### src/vip_defs.svh
`ifndef VIP_DEFS_SVH
`define VIP_DEFS_SVH

// ****************************************
// frame geometry
// ****************************************
`define H_DISP          16                          // active pixels per line (1024 on hw)
`define V_DISP          8                           // active lines per frame (768 on hw)

// ****************************************
// capture and edge tuning
// ****************************************
`define FRAME_SKIP      2                           // whole frames dropped after reset
`define SOBEL_THRESHOLD 96                          // edge when |gx|+|gy| is above this

// ****************************************
// counter widths
// ****************************************
`define COL_W           ($clog2(`H_DISP))           // column count 0..H_DISP-1
`define ROW_W           ($clog2(`V_DISP))           // row count 0..V_DISP-1
`define SKIP_W          ($clog2(`FRAME_SKIP + 2))   // holds 0..FRAME_SKIP

`endif

### src/vip_pkg.sv
package vip_pkg;

    // 5:6:5 packing, red in the msbs
    typedef struct packed {
        logic [4:0] r;                      // red
        logic [5:0] g;                      // green
        logic [4:0] b;                      // blue
    } rgb565_t;

    typedef logic [7:0] gray_t;             // luma byte

    typedef struct packed {
        logic  sync;                        // frame sync, delayed with data
        logic  valid;                       // one cycle per pixel
        gray_t y;
    } gray_pix_t;

    // 3x3 neighbourhood, p<row><col>, row 0 on top, col 0 on the left
    typedef struct packed {
        gray_t p00;
        gray_t p01;
        gray_t p02;
        gray_t p10;
        gray_t p11;                         // centre
        gray_t p12;
        gray_t p20;
        gray_t p21;
        gray_t p22;
    } window_t;

    typedef enum logic [1:0] {
        cap_wait_vsync,                     // idle until first frame edge
        cap_skip,                           // sensor settling
        cap_run                             // pixels pass through
    } cap_state_t;

endpackage

### src/pixel_if.sv
`timescale 1ns/10ps

interface pixel_if import vip_pkg::*; ();

    logic    vsync;                         // frame sync
    logic    href;                          // line active
    logic    de;                            // pixel strobe, one cycle each
    rgb565_t data;                          // pixel

    // capture side
    modport source (
        output vsync,
        output href,
        output de,
        output data
    );

    // processing side
    modport sink (
        input  vsync,
        input  href,
        input  de,
        input  data
    );

endinterface

### src/cmos_capture.sv
`timescale 1ns/10ps
`include "vip_defs.svh"

module cmos_capture import vip_pkg::*; (
    input  logic       cam_pclk,                    // camera pixel clock
    input  logic       rst_n,                       // sync reset, active low
    input  logic       cam_vsync,                   // sensor frame sync
    input  logic       cam_href,                    // sensor line valid
    input  logic [7:0] cam_data,                    // one byte per pclk
    pixel_if.source    pix                          // paired rgb565 stream
);

    localparam int            SW        = `SKIP_W;
    localparam logic [SW-1:0] SKIP_LAST = SW'(`FRAME_SKIP);

    logic          vsync_q;                         // sampled vsync
    logic          vsync_q2;                        // previous sample
    logic          href_q;                          // sampled href
    logic [7:0]    data_q;                          // sampled byte
    logic          vs_rise;                         // frame start
    logic          run;
    cap_state_t    state;
    logic [SW-1:0] skip_cnt;                        // frames seen while skipping
    logic          byte_phase;                      // 1 when low byte is due
    logic [7:0]    byte_hi;                         // held first byte
    logic          vsync_o;
    logic          href_o;
    logic          de_o;
    rgb565_t       data_o;

    // ****************************************
    // input sampling
    // ****************************************
    always_ff @(posedge cam_pclk) begin
        if (!rst_n) begin
            vsync_q  <= 1'b1;                       // preset high so a live vsync is no edge
            vsync_q2 <= 1'b1;
            href_q   <= 1'b0;
        end else begin
            vsync_q  <= cam_vsync;
            vsync_q2 <= vsync_q;
            href_q   <= cam_href;
        end
    end

    always_ff @(posedge cam_pclk) begin
        data_q <= cam_data;                         // byte lane
    end

    assign vs_rise = vsync_q & ~vsync_q2;
    assign run     = (state == cap_run);

    // ****************************************
    // frame skip FSM
    // ****************************************
    always_ff @(posedge cam_pclk) begin
        if (!rst_n) begin
            state    <= cap_wait_vsync;
            skip_cnt <= '0;
        end else begin
            case (state)
                cap_wait_vsync: if (vs_rise) begin
                    skip_cnt <= SW'(1);             // this frame is the first seen
                    state    <= (`FRAME_SKIP == 0) ? cap_run : cap_skip;
                end
                cap_skip: if (vs_rise) begin
                    if (skip_cnt == SKIP_LAST)
                        state <= cap_run;           // skipped frames done
                    else
                        skip_cnt <= skip_cnt + 1'b1;
                end
                default: state <= state;            // run until reset
            endcase
        end
    end

    // byte pairing, high byte first
    always_ff @(posedge cam_pclk) begin
        if (!rst_n) begin
            byte_phase <= 1'b0;
            vsync_o    <= 1'b0;
            href_o     <= 1'b0;
            de_o       <= 1'b0;
        end else begin
            vsync_o <= vsync_q2 & run;              // late copy catches the starting edge
            href_o  <= href_q & run;
            de_o    <= run & href_q & byte_phase;   // strobe on the low byte
            if (run && href_q)
                byte_phase <= ~byte_phase;
            else
                byte_phase <= 1'b0;                 // line gap realigns pairs
        end
    end

    always_ff @(posedge cam_pclk) begin
        if (run && href_q) begin
            if (!byte_phase)
                byte_hi <= data_q;                  // R5 G3
            else
                data_o  <= {byte_hi, data_q};       // G3 B5 completes the pixel
        end
    end

    assign pix.vsync = vsync_o;
    assign pix.href  = href_o;
    assign pix.de    = de_o;
    assign pix.data  = data_o;

endmodule

### src/rgb_to_gray.sv
`timescale 1ns/10ps

module rgb_to_gray import vip_pkg::*; (
    input  logic      cam_pclk,                     // pixel clock
    input  logic      rst_n,                        // sync reset, active low
    pixel_if.sink     pix,                          // rgb565 in
    output gray_pix_t gray                          // luma out, 2 cycles later
);

    logic [7:0]  r8;                                // colours stretched to 8 bits
    logic [7:0]  g8;
    logic [7:0]  b8;
    logic        in_valid;
    logic [15:0] mul_r;                             // weighted terms
    logic [15:0] mul_g;
    logic [15:0] mul_b;
    logic [15:0] sum;
    logic        s1_sync;
    logic        s1_valid;
    logic        s2_sync;
    logic        s2_valid;
    gray_t       s2_y;

    // repeat msbs into the low bits
    assign r8       = {pix.data.r, pix.data.r[4:2]};
    assign g8       = {pix.data.g, pix.data.g[5:4]};
    assign b8       = {pix.data.b, pix.data.b[4:2]};
    assign in_valid = pix.de & pix.href;            // strobe only counts inside a line

    // ****************************************
    // stage 1 products, stage 2 sum
    // ****************************************
    always_ff @(posedge cam_pclk) begin
        if (!rst_n) begin
            s1_sync  <= 1'b0;
            s1_valid <= 1'b0;
            s2_sync  <= 1'b0;
            s2_valid <= 1'b0;
        end else begin
            s1_sync  <= pix.vsync;
            s1_valid <= in_valid;
            s2_sync  <= s1_sync;
            s2_valid <= s1_valid;
        end
    end

    always_ff @(posedge cam_pclk) begin
        mul_r <= 16'd77  * {8'd0, r8};              // weights sum to 256
        mul_g <= 16'd150 * {8'd0, g8};
        mul_b <= 16'd29  * {8'd0, b8};
        s2_y  <= sum[15:8];                         // divide by 256
    end

    assign sum  = mul_r + mul_g + mul_b;            // max 65280, no overflow
    assign gray = '{sync: s2_sync, valid: s2_valid, y: s2_y};

endmodule

### src/line_window.sv
`timescale 1ns/10ps
`include "vip_defs.svh"

module line_window import vip_pkg::*; (
    input  logic      cam_pclk,                     // pixel clock
    input  logic      rst_n,                        // sync reset, active low
    input  gray_pix_t gray,                         // luma stream
    output window_t   win,                          // 3x3 around (row-1, col-1)
    output logic      win_valid                     // interior pixels only
);

    localparam int            CW       = `COL_W;
    localparam int            RW       = `ROW_W;
    localparam logic [CW-1:0] COL_LAST = CW'(`H_DISP - 1);
    localparam logic [CW-1:0] COL_TWO  = CW'(2);
    localparam logic [RW-1:0] ROW_TWO  = RW'(2);

    gray_t         line1 [`H_DISP];                 // previous line
    gray_t         line2 [`H_DISP];                 // two lines back
    logic          sync_q;
    logic          frame_start;
    logic [CW-1:0] col;
    logic [RW-1:0] row;
    gray_t         tap1;                            // pixel one line up
    gray_t         tap2;                            // pixel two lines up
    logic          interior;
    window_t       win_q;
    logic          win_valid_q;

    assign frame_start = gray.sync & ~sync_q;
    assign interior    = (row >= ROW_TWO) && (col >= COL_TWO);

    // ****************************************
    // raster position
    // ****************************************
    always_ff @(posedge cam_pclk) begin
        if (!rst_n) begin
            sync_q      <= 1'b0;
            col         <= '0;
            row         <= '0;
            win_valid_q <= 1'b0;
        end else begin
            sync_q      <= gray.sync;
            win_valid_q <= gray.valid & interior;   // borders never leave
            if (frame_start) begin
                col <= '0;
                row <= '0;
            end else if (gray.valid) begin
                if (col == COL_LAST) begin
                    col <= '0;                      // wrap to next line
                    row <= row + 1'b1;
                end else begin
                    col <= col + 1'b1;
                end
            end
        end
    end

    // ****************************************
    // line buffers and 3x3 shift
    // ****************************************
    assign tap1 = line1[col];
    assign tap2 = line2[col];

    always_ff @(posedge cam_pclk) begin
        if (gray.valid) begin
            line2[col] <= tap1;                     // older line moves down a slot
            line1[col] <= gray.y;
            win_q.p00  <= win_q.p01;                // top row
            win_q.p01  <= win_q.p02;
            win_q.p02  <= tap2;
            win_q.p10  <= win_q.p11;                // middle row
            win_q.p11  <= win_q.p12;
            win_q.p12  <= tap1;
            win_q.p20  <= win_q.p21;                // bottom row, current line
            win_q.p21  <= win_q.p22;
            win_q.p22  <= gray.y;
        end
    end

    assign win       = win_q;
    assign win_valid = win_valid_q;

endmodule

### src/sobel_edge.sv
`timescale 1ns/10ps
`include "vip_defs.svh"

module sobel_edge import vip_pkg::*; (
    input  logic    cam_pclk,                       // pixel clock
    input  logic    rst_n,                          // sync reset, active low
    input  window_t win,                            // 3x3 luma
    input  logic    win_valid,
    input  logic    frame_sync,                     // sync from the gray stage
    output logic    post_vsync,
    output logic    post_de,
    output rgb565_t post_rgb                        // white on edge, black otherwise
);

    localparam logic [10:0] THRESH = 11'(`SOBEL_THRESHOLD);

    logic [9:0]         gx_pos;                     // right column, 1-2-1
    logic [9:0]         gx_neg;                     // left column
    logic [9:0]         gy_pos;                     // bottom row
    logic [9:0]         gy_neg;                     // top row
    logic signed [10:0] gx;
    logic signed [10:0] gy;
    logic               s1_valid;
    logic [1:0]         sync_pipe;                  // window stage + stage 1
    logic [10:0]        abs_x;
    logic [10:0]        abs_y;
    logic [10:0]        mag;                        // up to 2040
    logic               is_edge;

    // ****************************************
    // stage 1 gradients
    // ****************************************
    assign gx_pos = {2'b00, win.p02} + {1'b0, win.p12, 1'b0} + {2'b00, win.p22};
    assign gx_neg = {2'b00, win.p00} + {1'b0, win.p10, 1'b0} + {2'b00, win.p20};
    assign gy_pos = {2'b00, win.p20} + {1'b0, win.p21, 1'b0} + {2'b00, win.p22};
    assign gy_neg = {2'b00, win.p00} + {1'b0, win.p01, 1'b0} + {2'b00, win.p02};

    always_ff @(posedge cam_pclk) begin
        gx <= $signed({1'b0, gx_pos}) - $signed({1'b0, gx_neg});
        gy <= $signed({1'b0, gy_pos}) - $signed({1'b0, gy_neg});
    end

    // ****************************************
    // stage 2 magnitude and threshold
    // ****************************************
    assign abs_x   = gx[10] ? -gx : gx;
    assign abs_y   = gy[10] ? -gy : gy;
    assign mag     = abs_x + abs_y;                 // L1 norm
    assign is_edge = mag > THRESH;

    always_ff @(posedge cam_pclk) begin
        if (!rst_n) begin
            s1_valid   <= 1'b0;
            sync_pipe  <= 2'b00;
            post_vsync <= 1'b0;
            post_de    <= 1'b0;
            post_rgb   <= 16'h0000;
        end else begin
            s1_valid   <= win_valid;
            sync_pipe  <= {sync_pipe[0], frame_sync};
            post_vsync <= sync_pipe[1];             // 3 stages, same as the pixels
            post_de    <= s1_valid;
            if (s1_valid)
                post_rgb <= is_edge ? 16'hffff : 16'h0000;
        end
    end

endmodule

### src/vip_top.sv
`timescale 1ns/10ps

module vip_top import vip_pkg::*; (
    input  logic        cam_pclk,                   // camera pixel clock
    input  logic        rst_n,                      // sync reset, active low
    input  logic        cam_vsync,                  // sensor frame sync
    input  logic        cam_href,                   // sensor line valid
    input  logic [7:0]  cam_data,                   // sensor byte bus
    output logic        post_vsync,                 // processed frame sync
    output logic        post_de,                    // processed pixel strobe
    output logic [15:0] post_rgb                    // edge pixel, rgb565
);

    pixel_if   pix_bus ();                          // capture to gray
    gray_pix_t gray;                                // gray to window
    window_t   win;                                 // window to sobel
    logic      win_valid;

    // ****************************************
    // camera to edge chain
    // ****************************************
    cmos_capture u_cmos_capture (
        .cam_pclk   (cam_pclk),
        .rst_n      (rst_n),
        .cam_vsync  (cam_vsync),
        .cam_href   (cam_href),
        .cam_data   (cam_data),
        .pix        (pix_bus.source)
    );

    rgb_to_gray u_rgb_to_gray (
        .cam_pclk   (cam_pclk),
        .rst_n      (rst_n),
        .pix        (pix_bus.sink),
        .gray       (gray)
    );

    line_window u_line_window (
        .cam_pclk   (cam_pclk),
        .rst_n      (rst_n),
        .gray       (gray),
        .win        (win),
        .win_valid  (win_valid)
    );

    sobel_edge u_sobel_edge (
        .cam_pclk   (cam_pclk),
        .rst_n      (rst_n),
        .win        (win),
        .win_valid  (win_valid),
        .frame_sync (gray.sync),                    // sobel adds the window stage
        .post_vsync (post_vsync),
        .post_de    (post_de),
        .post_rgb   (post_rgb)
    );

endmodule

### config.mk
export PLATFORM = sky130hd
export DESIGN_NAME = vip_top
export DESIGN_NICKNAME = d
export VERILOG_FILES = /design/src/vip_pkg.sv /design/src/pixel_if.sv /design/src/cmos_capture.sv /design/src/rgb_to_gray.sv /design/src/line_window.sv /design/src/sobel_edge.sv /design/src/vip_top.sv
export VERILOG_INCLUDE_DIRS = /design/src
export SDC_FILE = /design/constraint.sdc
export NUM_CORES = 1
export LEC_CHECK = 0
export BUFFER_PORTS_ARGS = -buffer_cell sky130_fd_sc_hd__buf_2
export CORE_ASPECT_RATIO = 1.4
export CORE_MARGIN = 2
export CORE_UTILIZATION = 40
export DETAILED_ROUTE_END_ITERATION = 12
export PLACE_DENSITY_LB_ADDON = 0.25
export SLEW_MARGIN = 5
export SYNTH_ARGS = -nofsm -noshare
export SYNTH_HDL_FRONTEND = slang
export SYNTH_SLANG_ARGS = --single-unit
### constraint.sdc
create_clock -name cam_pclk -period 4 [get_ports cam_pclk]
set_input_delay 0.8 -clock cam_pclk [delete_from_list [all_inputs] [get_ports cam_pclk]]
set_output_delay 0.8 -clock cam_pclk [all_outputs]
set_load 0.005 [all_outputs]
* After elaboration in Yosys (flattened, before gate mapping)
Memory sizes are Yosys's and may differ from the RTL's. A register that Yosys moved wholly into a read port is not among the register bits.
Cells that the tools add are included.
** Word-level totals
- RAM bits :: 256
- Bits in latches :: 0
- Output and inout bits :: 18
- Bits of input ports :: 12
- Bits in read-only memories :: 0
- Logic and storage cells :: 114
- Memories kept :: 2
- Bits in registers :: 214
** Memories
- u_line_window.line1 :: words 16, width 8, read ports 1, clocked after Yosys merged registers in 1, write ports 1, RTL line line_window.sv:18 : gray_t line1 [`H_DISP];
- u_line_window.line2 :: words 16, width 8, read ports 1, clocked after Yosys merged registers in 1, write ports 1, RTL line line_window.sv:19 : gray_t line2 [`H_DISP];
** Operators by class
- Equal/unequal tests :: 8
- Muxes and demuxes :: 15
- Add/sub/neg operators :: 18
- Div/mod/pow operators :: 0
- Reduce and logical (&&, ||, !) cells :: 11
- Magnitude comparators :: 3
- Shift operators :: 0
- Multipliers :: 3
- Bitwise gates (word level) :: 11
** Operator list (number)
- 10-bit by 8-bit adder with 10-bit output :: 4
- 8-bit by 9-bit adder with 10-bit output :: 4
- 7-bit by 8-bit multiplier with 15-bit output (first input constant) :: 2
- 11-bit two-way mux :: 2
- 11-bit negation :: 2
- 10-bit by 10-bit subtractor with 11-bit output :: 2
- 15-bit by 16-bit adder with 16-bit output :: 1
- 16-bit by 13-bit adder with 16-bit output :: 1
- 16-bit two-way mux :: 1
- 5-bit by 8-bit multiplier with 13-bit output (first input constant) :: 1
- 4-bit two-way mux :: 3
- 11-bit adder :: 1
- 11-bit by 7-bit > comparator with 1-bit output (second input constant) :: 1
- 2-bit two-way mux :: 5
- 2-bit case mux with 2 select lines :: 2
- 2-bit AND reduction :: 4
- 4-bit AND reduction :: 2
- 1-bit bitwise AND :: 7
- 2-bit by 1-bit != test with 1-bit output (second input constant) :: 3
- 4-bit by 1-bit adder with 4-bit output (second input constant) :: 1
- 2-bit == test (second input constant) :: 2
- 4-bit == test (second input constant) :: 1
- 4-bit by 2-bit greater-or-equal comparator with 1-bit output (second input constant) :: 1
- 1-bit NOT :: 4
- 10 further kinds :: 12

* Depth between registers and ports, before layout
Gate-level depths: netlist of run 1.
- Depth in word-level cells :: 5
- Depth in mapped cells :: 16
- Gate-level depth less buffers :: 16

* Modules after synthesis
From an unflattened synthesis of run 1, not the netlist that was laid out.
** Unflattened totals
- Cell total of the unflattened synthesis :: 1474
- Area total of the unflattened synthesis :: 22268.9 µm²
** Modules (own cells, without submodules)
- line_window :: cells each 543, times used 1, area each 12431.9 µm², sequential area each 10109.7 µm²
- rgb_to_gray :: cells each 434, times used 1, area each 4580.6 µm², sequential area each 1101.1 µm²
- sobel_edge :: cells each 428, times used 1, area each 3970.1 µm², sequential area each 560.5 µm²
- cmos_capture :: cells each 69, times used 1, area each 1286.2 µm², sequential area each 1101.1 µm²

* Worst setup path after synthesis of run 1
OpenSTA, ideal clock, no wires.
- Path type :: register -> register
- Start :: register u_line_window.win_q, in the netlist u_line_window.win[2]
- End :: register u_sobel_edge.gx[9]
- Library setup time :: 0.119 ns
- Clock period less this slack :: 3.681 ns
- Buffers on the path :: 0
- Arrival :: 3.562 ns
- Required time :: 3.881 ns
- Cell stages (with the launch flop) :: 15
- Setup slack :: 0.319 ns
- Cells stage by stage :: edfxtp_1 > inv_1 > fa_1 > inv_1 > fa_1 > inv_1 > fa_1 > inv_1 > fa_1 > a21o_1 > a21oi_1 > nor2b_1 > o21a_1 > o41a_1 > xor2_1
** Between the ends
- Cells in the longest elaborated chain, start to end :: 2
** RTL lines
- from (decl) :: RTL line line_window.sv:27 : window_t win_q;
- 10-bit by 8-bit adder with 10-bit output :: RTL line sobel_edge.sv:33 : assign gx_pos = {2'b00, win.p02} + {1'b0, win.p12, 1'b0} + {2'b00, win.p22};
- 10-bit by 10-bit subtractor with 11-bit output :: RTL line sobel_edge.sv:39 : gx <= $signed({1'b0, gx_pos}) - $signed({1'b0, gx_neg});
- to (signal assigned) :: RTL line sobel_edge.sv:39
- to (decl) :: RTL line sobel_edge.sv:21 : logic signed [10:0] gx;
No other way between the ends.
A chain may end at the register's enable or synchronous reset.

* Worst setup path after layout of run 1
Ends and elaborated chain as after synthesis.

==> results of run 1 <==
[worst max-delay path by stage]
stage / startpoint / endpoint
final: u_line_window.win[2]$_DFFE_PP_ / u_sobel_edge.gx[9]$_DFF_P_
after CTS: u_line_window.win[2]$_DFFE_PP_ / u_sobel_edge.gx[9]$_DFF_P_
after global routing: u_cmos_capture.pix.data[7]$_DFFE_PP_ / u_rgb_to_gray.mul_g[15]$_DFF_P_
after global placement: u_line_window.win[2]$_DFFE_PP_ / u_sobel_edge.gx[9]$_DFF_P_
after floorplan: u_line_window.win[2]$_DFFE_PP_ / u_sobel_edge.gx[9]$_DFF_P_
after detailed placement: u_line_window.win[2]$_DFFE_PP_ / u_sobel_edge.gx[9]$_DFF_P_
[what timing repair did]
action,4_1_cts,5_1_grt
buffers inserted,0,0
endpoints found under the setup margin,0,2
gates resized for setup,0,2
[layout make-up]
cell class	count	area share [%]
Tap cell	728	3.69
Inverter	235	3.57
Clock inverter	23	1.09
Multi-Input combinational cell	703	33.1
Clock buffer	60	5.20
Sequential cell	466	52.0
Timing Repair Buffer	50	1.28
[cell usage after synthesis, types with 9 or more instances]
library cell,number,share of area (%)
nor3_1,17,0.38
xnor2_1,56,2.2
ha_1,153,8.6
and2_1,25,0.71
dfxtp_1,114,10
inv_1,235,4.0
buf_4,19,0.64
o21ai_0,12,0.27
fa_1,100,9.0
clkbuf_1,9,0.15
nor2_1,38,0.64
mux4_2,80,8.1
nor2b_1,14,0.40
a21oi_1,26,0.59
nand2_1,24,0.41
and3_1,10,0.28
a21o_1,18,0.61
o21ai_1,9,0.20
xor2_1,19,0.75
edfxtp_1,352,48
[routing by layer]
| metal | GRT usage [%] | routed length (µm) | vias to the layer above |
|---|---|---|---|
| li1 | - | - | 5234 |
| met1 | 15.2 | 14700 | 5709 |
| met2 | 31.8 | 25200 | 152 |
| met3 | 2.17 | 1270 | 75 |
| met4 | 5.32 | 1150 | 0 |
| met5 | 0 | 0 | - |
[state kept, by name (all words and copies together), names as in the netlist, 2 cells and up, named ones only]
register and cells:
u_cmos_capture.byte_hi 8, u_cmos_capture.data_q 8, u_cmos_capture.pix.data 16, u_cmos_capture.skip_cnt 2, u_cmos_capture.state 2, u_line_window.col 4
u_line_window.line1 128, u_line_window.line2 128, u_line_window.row 3, u_line_window.win 72, u_rgb_to_gray.mul_b 13, u_rgb_to_gray.mul_g 15
u_rgb_to_gray.mul_r 15, u_rgb_to_gray.s2_y 8, u_sobel_edge.gx 11, u_sobel_edge.gy 11, u_sobel_edge.sync_pipe 2
[worst max-delay path, stage by stage, from the launching register on]
cell and delay [ns]:
edfxtp_1 0.35, inv_1 0.09, fa_1 0.54, inv_1 0.05, fa_1 0.47, inv_1 0.06, fa_1 0.52, inv_1 0.07
fa_1 0.45, a21o_1 0.21, a21oi_2 0.19, nor2b_1 0.07, o21a_1 0.18, o41a_1 0.33, xor2_1 0.15
[where the power goes]
part	switching (mW)	total [mW]	leakage [nW]	internal, mW
logic	0.00730	0.0140	4.77	0.00668
clock network	1.80	4.39	0.760	2.59
registers	0.00445	5.14	4.11	5.14
total	1.82	9.55	9.65	7.74
[stage by stage]
stage                     area, µm²  cells
after CTS                     24700   2265
after floorplan               22200   1444
after global placement        23200   2182
final                         24700   2265
after detailed placement      23200   2182
after global routing          24700   2265
[kinds of logic after synthesis]
family / share of synthesized area, %
AOI/OAI and AO/OA: 4.00
xor gates and xnor gates: 2.96
adders and majority gates: 17.7
buffers and inverters: 5.09
DFF: 58.0
muxes: 8.26
and+or+nand+nor: 4.05
==> impl_metrics.yaml, run 1 <==
routing:
  via_count: 11200
  wire_per_inst_um: 18.7
  drt_first_pass_iters: 4
  via_per_inst: 4.93
  routed_wl_um: 42300
  drc: 0
  drtIter0Drc: 467
  antenna_left: 0
cells_and_area:
  antenna_cells: 0
  drive_above_1_share_pct: 13.8
  mostFrequentLayoutCells: "352 x edfxtp_1, 235 x inv_1, 153 x ha_1, 111 x dfxtp_1, 100 x fa_1"
  final_common_cell: "edfxtp_1"
  fill_cells: 4816
  syn2layout_area_growth_pct: 11.5
  final_util_pct: 44.9
  nNetsFinal: 1766
  regArea_um2: 12900
  multi_input_area_um2: 8190
power:
  power.total_mw: 9.55
  leakagePower_nw: 9.65
  vdd_ir_drop_max_mv: 0.332
  cellPowerDensity_nw_per_um2: 386
worst_setup_path:
  r2r_start: "u_line_window.win[2]$_DFFE_PP_"
  r2r_cells: 14
  critPathCaptureType: "register"
  start_kind: "register"
  worstPathMaxFanout: 2
  crit_type: "register to register"
  reg2reg_to: "u_sobel_edge.gx[9]$_DFF_P_"
  r2r_slack_ns: 0.22
  cp.required_ns: 4.47
  worstPathArrival_ns: 4.25
die:
  initial_utilization_pct: 40.3
  coreArea_um2: 55000
  die_w_um: 203
  rows: 102
  die_height_um: 283
  die_area_um2: 57300
  io_pins: 30
clock_network:
  clk_latency_ns: 0.58
  cts_tree: "yes"
  clk_pin_slew_ns: 0.06
  ctsRootBufferMaster: "clkbuf_16"
  htree_levels: 2
  cts_buffers: 45
  clock_path_buffers: 3
  cts.sinks: 466
  hold_buffers: 0
grt:
  grt_use_total_pct: 15.3
  grt_overflow_total: 0
  grt_max_degree: 74
  grt_pass1_vias: 12200
  grt_pass1_wl_um: 66200
  grt_antenna_before_repair: 2
timing:
  max_freq_mhz: 265
  finClkSkew_ns: 0.0521
  finalCritPeriodShare_pct: 94.5
  hold_violations: 0
  setup_ws_ns: 0.220
  worst_pin_slew_ns: 1.17
  min_period_ns: 3.78
  hold_slack_ns: 0.312
  maxSlewHeadroom_pct: 21.9
  tns_ns: 0
  slew_viol_final: 0
  setup_violations: 0
status:
  status: "complete, no violations"
synthesis:
  ys_types: 67
  synth_area_um2: 22200
  synth_cells: 1444
  syn_nets: 1709
  synthFlopType: "edfxtp_1"
  postSynthAreaPerCell_um2: 15.4
  ys.warnings.count: 0
  ys_ff_latch: 466
  synth_edf_count: 352
  postSynth.asyncResetShare_pct: 0
  ys_seq_area_share_pct: 58.0
hold_path:
  hp-class: "input port to register"
  min_from: "cam_data[0]"
  hold_end: "u_cmos_capture.data_q[0]$_DFF_P_"
  min_path_cells: 1
place:
  gp_congestion: 0.786
  dp_hpwl_um: 30200
  io_buffers: 29
  place_ws_ns: 0.0746
job:
  max-cap-violations: 0
Note: power is estimated with default switching activity, not from simulation.
==> run 2: changes to the inputs <==
--- a/config.mk
+++ b/config.mk
@@ -7,6 +7,8 @@
 export NUM_CORES = 1
 export LEC_CHECK = 0
 export BUFFER_PORTS_ARGS = -buffer_cell sky130_fd_sc_hd__buf_2
+export CELL_PAD_IN_SITES_DETAIL_PLACEMENT = 1
+export CELL_PAD_IN_SITES_GLOBAL_PLACEMENT = 2
 export CORE_ASPECT_RATIO = 1.4
 export CORE_MARGIN = 2
 export CORE_UTILIZATION = 40
==> impl_metrics.yaml, run 2 (same netlist as run 1, synthesis figures left out) <==
routing:
  wire_per_inst_um: 20.4
  drtIter0Drc: 587
  drc: 0
  via_count: 11300
  antenna_left: 0
  routed_wl_um: 46300
  drt_first_pass_iters: 4
  via_per_inst: 5.00
cells_and_area:
  antenna_cells: 0
  final_util_pct: 45.0
  nNetsFinal: 1771
  drive_above_1_share_pct: 14.4
  final_common_cell: "edfxtp_1"
  mostFrequentLayoutCells: "352 x edfxtp_1, 233 x inv_1, 153 x ha_1, 111 x dfxtp_1, 99 x fa_1"
  syn2layout_area_growth_pct: 11.6
hold_path:
  hp-class: "input port to register"
timing:
  setup_violations: 0
  hold_slack_ns: 0.324
  max_freq_mhz: 264
  rsz0062_at_grt: "no"
  finalCritPeriodShare_pct: 94.7
  worst_pin_slew_ns: 1.20
  min_period_ns: 3.79
  hold_violations: 0
  maxSlewHeadroom_pct: 20.2
  slew_viol_final: 0
  tns_ns: 0
  finClkSkew_ns: 0.0214
die:
  die_area_um2: 57300
  die_height_um: 283
  rows: 102
  io_pins: 30
  initial_utilization_pct: 40.3
  coreArea_um2: 55000
  die_w_um: 203
power:
  cellPowerDensity_nw_per_um2: 389
  vdd_ir_drop_max_mv: 0.281
  leakagePower_nw: 9.65
  power.total_mw: 9.62
clock_network:
  cts_tree: "yes"
  clock_path_buffers: 3
  cts.sinks: 466
  clk_latency_ns: 0.58
  cts_buffers: 46
  hold_buffers: 0
  ctsRootBufferMaster: "clkbuf_16"
  htree_levels: 2
  clk_pin_slew_ns: 0.07
worst_setup_path:
  worstPathArrival_ns: 4.26
  worstPathMaxFanout: 2
  crit_type: "register to register"
  start_kind: "register"
  cp.required_ns: 4.48
  critPathCaptureType: "register"
grt:
  grt_busiest_layer: "met2"
  grt_antenna_before_repair: 0
  grt_pass1_wl_um: 72900
  grt_pass1_vias: 12800
  grt_use_met1_pct: 18.7
  grt_use_total_pct: 16.9
  grt_use_met3_pct: 2.57
  grt_max_degree: 49
  grt_overflow_total: 0
  grt_util_met2_pct: 33.2
place:
  io_buffers: 29
  gp_congestion: 0.767
  dp_hpwl_um: 32800
status:
  status: "complete, no violations"
job:
  max-cap-violations: 0
[run 2: cell count changes in the layout (fill, tap and decap cells not counted), sizes merged]
cell and change:
clkbuf -7, buf +4, clkinvlp +4, inv +4
bufinv +1
[run 2: final cells by class]
class	count	area, µm²
inverters	235	882
clock inverters	32	347
multi-input cells	703	8200
repair buffers	54	345
clock buffers	53	1210
fillers	5401	30300
flip-flops and latches	466	12900
well taps	728	911
[run 2: what timing repair did]
action                     4_1_cts  5_1_grt
gates resized for setup          0        6
setup endpoints to repair        0        3
buffers inserted                 0        0
[run 2: power by group]
group	switching, mW	leakage [nW]	internal (mW)	total (mW)
logic	0.00749	4.79	0.00661	0.0141
registers	0.00444	4.11	5.14	5.14
clock network	1.89	0.750	2.58	4.47
total	1.90	9.65	7.72	9.62
[run 2: layer usage]
layer | share of wire [%] | up-vias
li1 | - | 5243
met1 | 38 | 5856
met2 | 56 | 175
met3 | 3.4 | 70
met4 | 2.6 | 0
met5 | 0 | -
[run 2: worst paths after layout]
path	start	endpoint	slack, ns	depth (start not counted)
hold reg to reg	u_line_window.win[37]$_DFFE_PP_	u_line_window.win[45]$_DFFE_PP_	0.42	0
setup reg to reg	u_line_window.win[2]$_DFFE_PP_	u_sobel_edge.gx[9]$_DFF_P_	0.21	14
hold / removal	cam_data[5]	u_cmos_capture.data_q[5]$_DFF_P_	0.32	1
setup / recovery	u_line_window.win[2]$_DFFE_PP_	u_sobel_edge.gx[9]$_DFF_P_	0.21	14
[run 2: through the flow]
stage	area [µm²]	setup WS [ns]	std cells
final	24700	0.214	2271
after global routing	24700	0.0243	2271
after CTS	24700	0.0373	2271
after detailed placement	23200	0.0507	2186
after global placement	23200	0.111	2186
after floorplan	22200	0.319	1444
[run 2: critical path: stages (launching register included)]
cell,delay (ns)
edfxtp_1,0.38
inv_2,0.08
fa_1,0.54
inv_1,0.05
fa_1,0.49
inv_1,0.06
fa_1,0.54
inv_1,0.08
fa_2,0.40
a21o_1,0.19
a21oi_2,0.17
nor2b_1,0.06
o21a_1,0.18
o41a_1,0.32
xor2_1,0.14
==> run 3: changes to the inputs <==
--- a/config.mk
+++ b/config.mk
@@ -17,4 +17,5 @@
 export SLEW_MARGIN = 5
 export SYNTH_ARGS = -nofsm -noshare
 export SYNTH_HDL_FRONTEND = slang
+export SYNTH_HIERARCHICAL = 1
 export SYNTH_SLANG_ARGS = --single-unit
==> impl_metrics.yaml, run 3 <==
status:
  status: "complete, no violations"
cells_and_area:
  regArea_um2: 12900
  syn2layout_area_growth_pct: 11.4
  mostFrequentLayoutCells: "352 x edfxtp_1, 182 x inv_1, 154 x ha_1, 112 x dfxtp_1, 100 x fa_1"
  final_common_cell: "edfxtp_1"
  drive_above_1_share_pct: 12.9
  nNetsFinal: 1791
  fill_cells: 5474
  antenna_cells: 0
  multi_input_area_um2: 8410
timing:
  worst_pin_slew_ns: 1.15
  tns_ns: 0
  finClkSkew_ns: 0.0161
  setup_violations: 0
  hold_violations: 0
  min_period_ns: 3.78
  max_freq_mhz: 265
  maxSlewHeadroom_pct: 23.6
  slew_viol_final: 0
  rsz0062_at_grt: "no"
  finalCritPeriodShare_pct: 94.5
power:
  p_int_mw: 7.93
  vdd_ir_drop_max_mv: 0.301
  p_seq_share_pct: 52.4
  leakagePower_nw: 9.49
  p_sw_mw: 1.91
  power.total_mw: 9.84
  power_frac_clock_pct: 47.5
  switching_share_pct: 19.4
  power_frac_comb_pct: 0.1
  cellPowerDensity_nw_per_um2: 396
place:
  io_buffers: 29
  gp_congestion: 0.752
  dp_hpwl_um: 33100
clock_network:
  htree_levels: 2
  ctsRootBufferMaster: "clkbuf_16"
  cts_tree: "yes"
  clk_latency_ns: 0.59
  cts.sinks: 467
  clk_pin_slew_ns: 0.06
  clock_path_buffers: 3
  postCtsSetupRepairBufs: 0
  cts_buffers: 48
routing:
  drt_first_pass_iters: 4
  wire_per_inst_um: 20.1
  routed_wl_um: 46100
  drc: 0
  via_count: 11600
  antenna_left: 0
  drtIter0Drc: 576
  via_per_inst: 5.06
synthesis:
  yosys.area.top_type: "edfxtp_1"
  postSynth.asyncResetShare_pct: 0
  yosys.area.top_type_share_pct: 47.5
  synth_area_um2: 22300
  postSynthAreaPerCell_um2: 15.1
  ys.warnings.count: 6
  yosysMostFrequentCell: "edfxtp_1"
  ys_types: 77
  synth_commonest_cells: "352 x edfxtp_1, 182 x inv_1, 154 x ha_1, 115 x dfxtp_1, 100 x fa_1"
  synth_area_leaders: "edfxtp_1 47%, dfxtp_1 10%, fa_1 9.0%"
  synth_cells: 1474
  synth_edf_count: 352
  syn_nets: 1740
  synthFlopType: "edfxtp_1"
  ys_seq_area_share_pct: 57.8
  ys_ff_latch: 467
worst_setup_path:
  r2r_cells: 13
  r2r_slack_ns: 0.22
  crit_type: "register to register"
  reg2reg_to: "u_sobel_edge/gx[9]$_DFF_P_"
  worstSetupEndpoint: "u_sobel_edge/gx[9]$_DFF_P_"
  critPathCaptureType: "register"
  start_kind: "register"
  cp.required_ns: 4.47
  r2r_start: "u_line_window/win[1]$_DFFE_PP_"
  worstSetupStartpoint: "u_line_window/win[1]$_DFFE_PP_"
  worstPathArrival_ns: 4.25
  worstPathMaxFanout: 3
hold_path:
  hp-class: "input port to register"
grt:
  grt_pass1_wl_um: 74000
  grt_overflow_total: 0
  grt_max_degree: 66
  grt_antenna_before_repair: 1
  grt_use_total_pct: 16.8
  grt_pass1_vias: 13100
die:
  die_w_um: 203
  die_area_um2: 57600
  io_pins: 30
  die_height_um: 283
  rows: 102
  coreArea_um2: 55100
  initial_utilization_pct: 40.4
job:
  max-cap-violations: 0
run 3: changes by cell type after synthesis, moves of 11 or more:
cell and change:
a22oi_1 +31, nand2_1 +25, xnor2_1 -11, o21ai_0 +12, mux4_2 -19, inv_1 -53
run 3: logic make-up (layout without fill, tap and decap cells):
logic type / after synthesis / count (layout) / synth area share, %
AOI/OAI and AO/OA: 175 / 175 / 5.41
xor gates and xnor gates: 70 / 70 / 2.75
adders and majority gates: 254 / 254 / 17.6
buffers and inverters: 229 / 316 / 4.44
DFF: 467 / 467 / 57.8
muxes: 68 / 68 / 6.71
and+or+nand+nor: 211 / 211 / 5.24
run 3: worst min-delay path by stage:
stage,start,to,slack (ns),cells after the start
finish,cam_data[4],u_cmos_capture/data_q[4]$_DFF_P_,0.31,1
global route,cam_data[1],u_cmos_capture/data_q[1]$_DFF_P_,0.28,1
CTS,cam_data[4],u_cmos_capture/data_q[4]$_DFF_P_,0.27,1
detailed placement,u_line_window/win[33]$_DFFE_PP_,u_line_window/win[41]$_DFFE_PP_,0.41,0
global placement,u_cmos_capture/byte_hi[2]$_DFFE_PP_,u_cmos_capture/pix.data[10]$_DFFE_PP_,0.40,0
floorplan,u_cmos_capture/byte_hi[2]$_DFFE_PP_,u_cmos_capture/pix.data[10]$_DFFE_PP_,0.40,0
run 3: stage by stage:
stage                     hold WS (ns)  area [µm²]  setup WS (ns)  std cells  util, %
after CTS                        0.269       24800          0.171       2289     45.0
after floorplan                  0.400       22300          0.386       1474        -
after global routing             0.284       24800        0.00945       2289     45.0
after detailed placement         0.406       23200          0.178       2203     42.0
after global placement           0.402       23200          0.221       2203     42.0
final                            0.308       24800          0.220       2289     45.0
run 3: power by group through the flow:
stage	sequential, mW	combinational [mW]	clock (mW)
3_5_place_dp	5.26	0.0146	0
3_3_place_gp	5.26	0.0143	0
2_1_floorplan	5.26	0.00550	0
4_1_cts	5.15	0.0148	4.81
5_1_grt	5.15	0.0161	4.98
6_report	5.15	0.0144	4.67
run 3: timing repair:
action,4_1_cts,5_1_grt
gates resized for setup,0,1
hold endpoints to repair,0,0
endpoints found under the setup margin,0,2
hold buffers,0,0
run 3: critical path, cell delays in order, from the launching register on:
cell      delay [ns]
edfxtp_1        0.46
fa_1            0.55
inv_1           0.04
ha_1            0.31
fa_1            0.48
inv_1           0.05
ha_1            0.21
fa_1            0.46
a21o_1          0.17
a21oi_1         0.22
nor2b_1         0.07
o21a_1          0.19
o41a_1          0.32
xor2_1          0.14
run 3: routing by layer:
| layer | vias to the layer above | share of wire (%) | GRT usage, % |
|---|---|---|---|
| li1 | 5429 | - | - |
| met1 | 5995 | 38 | 18.3 |
| met2 | 103 | 58 | 33.3 |
| met3 | 65 | 2.3 | 2.10 |
| met4 | 0 | 2.2 | 4.69 |
| met5 | - | 0 | 0 |
run 3: area by class of cell:
type	count	share of cell area [%]
Tap cell	728	3.67
Timing Repair Buffer	47	1.13
Clock buffer	54	5.01
Multi-Input combinational cell	778	33.9
Inverter	183	2.77
Clock inverter	32	1.63
Sequential cell	467	51.9
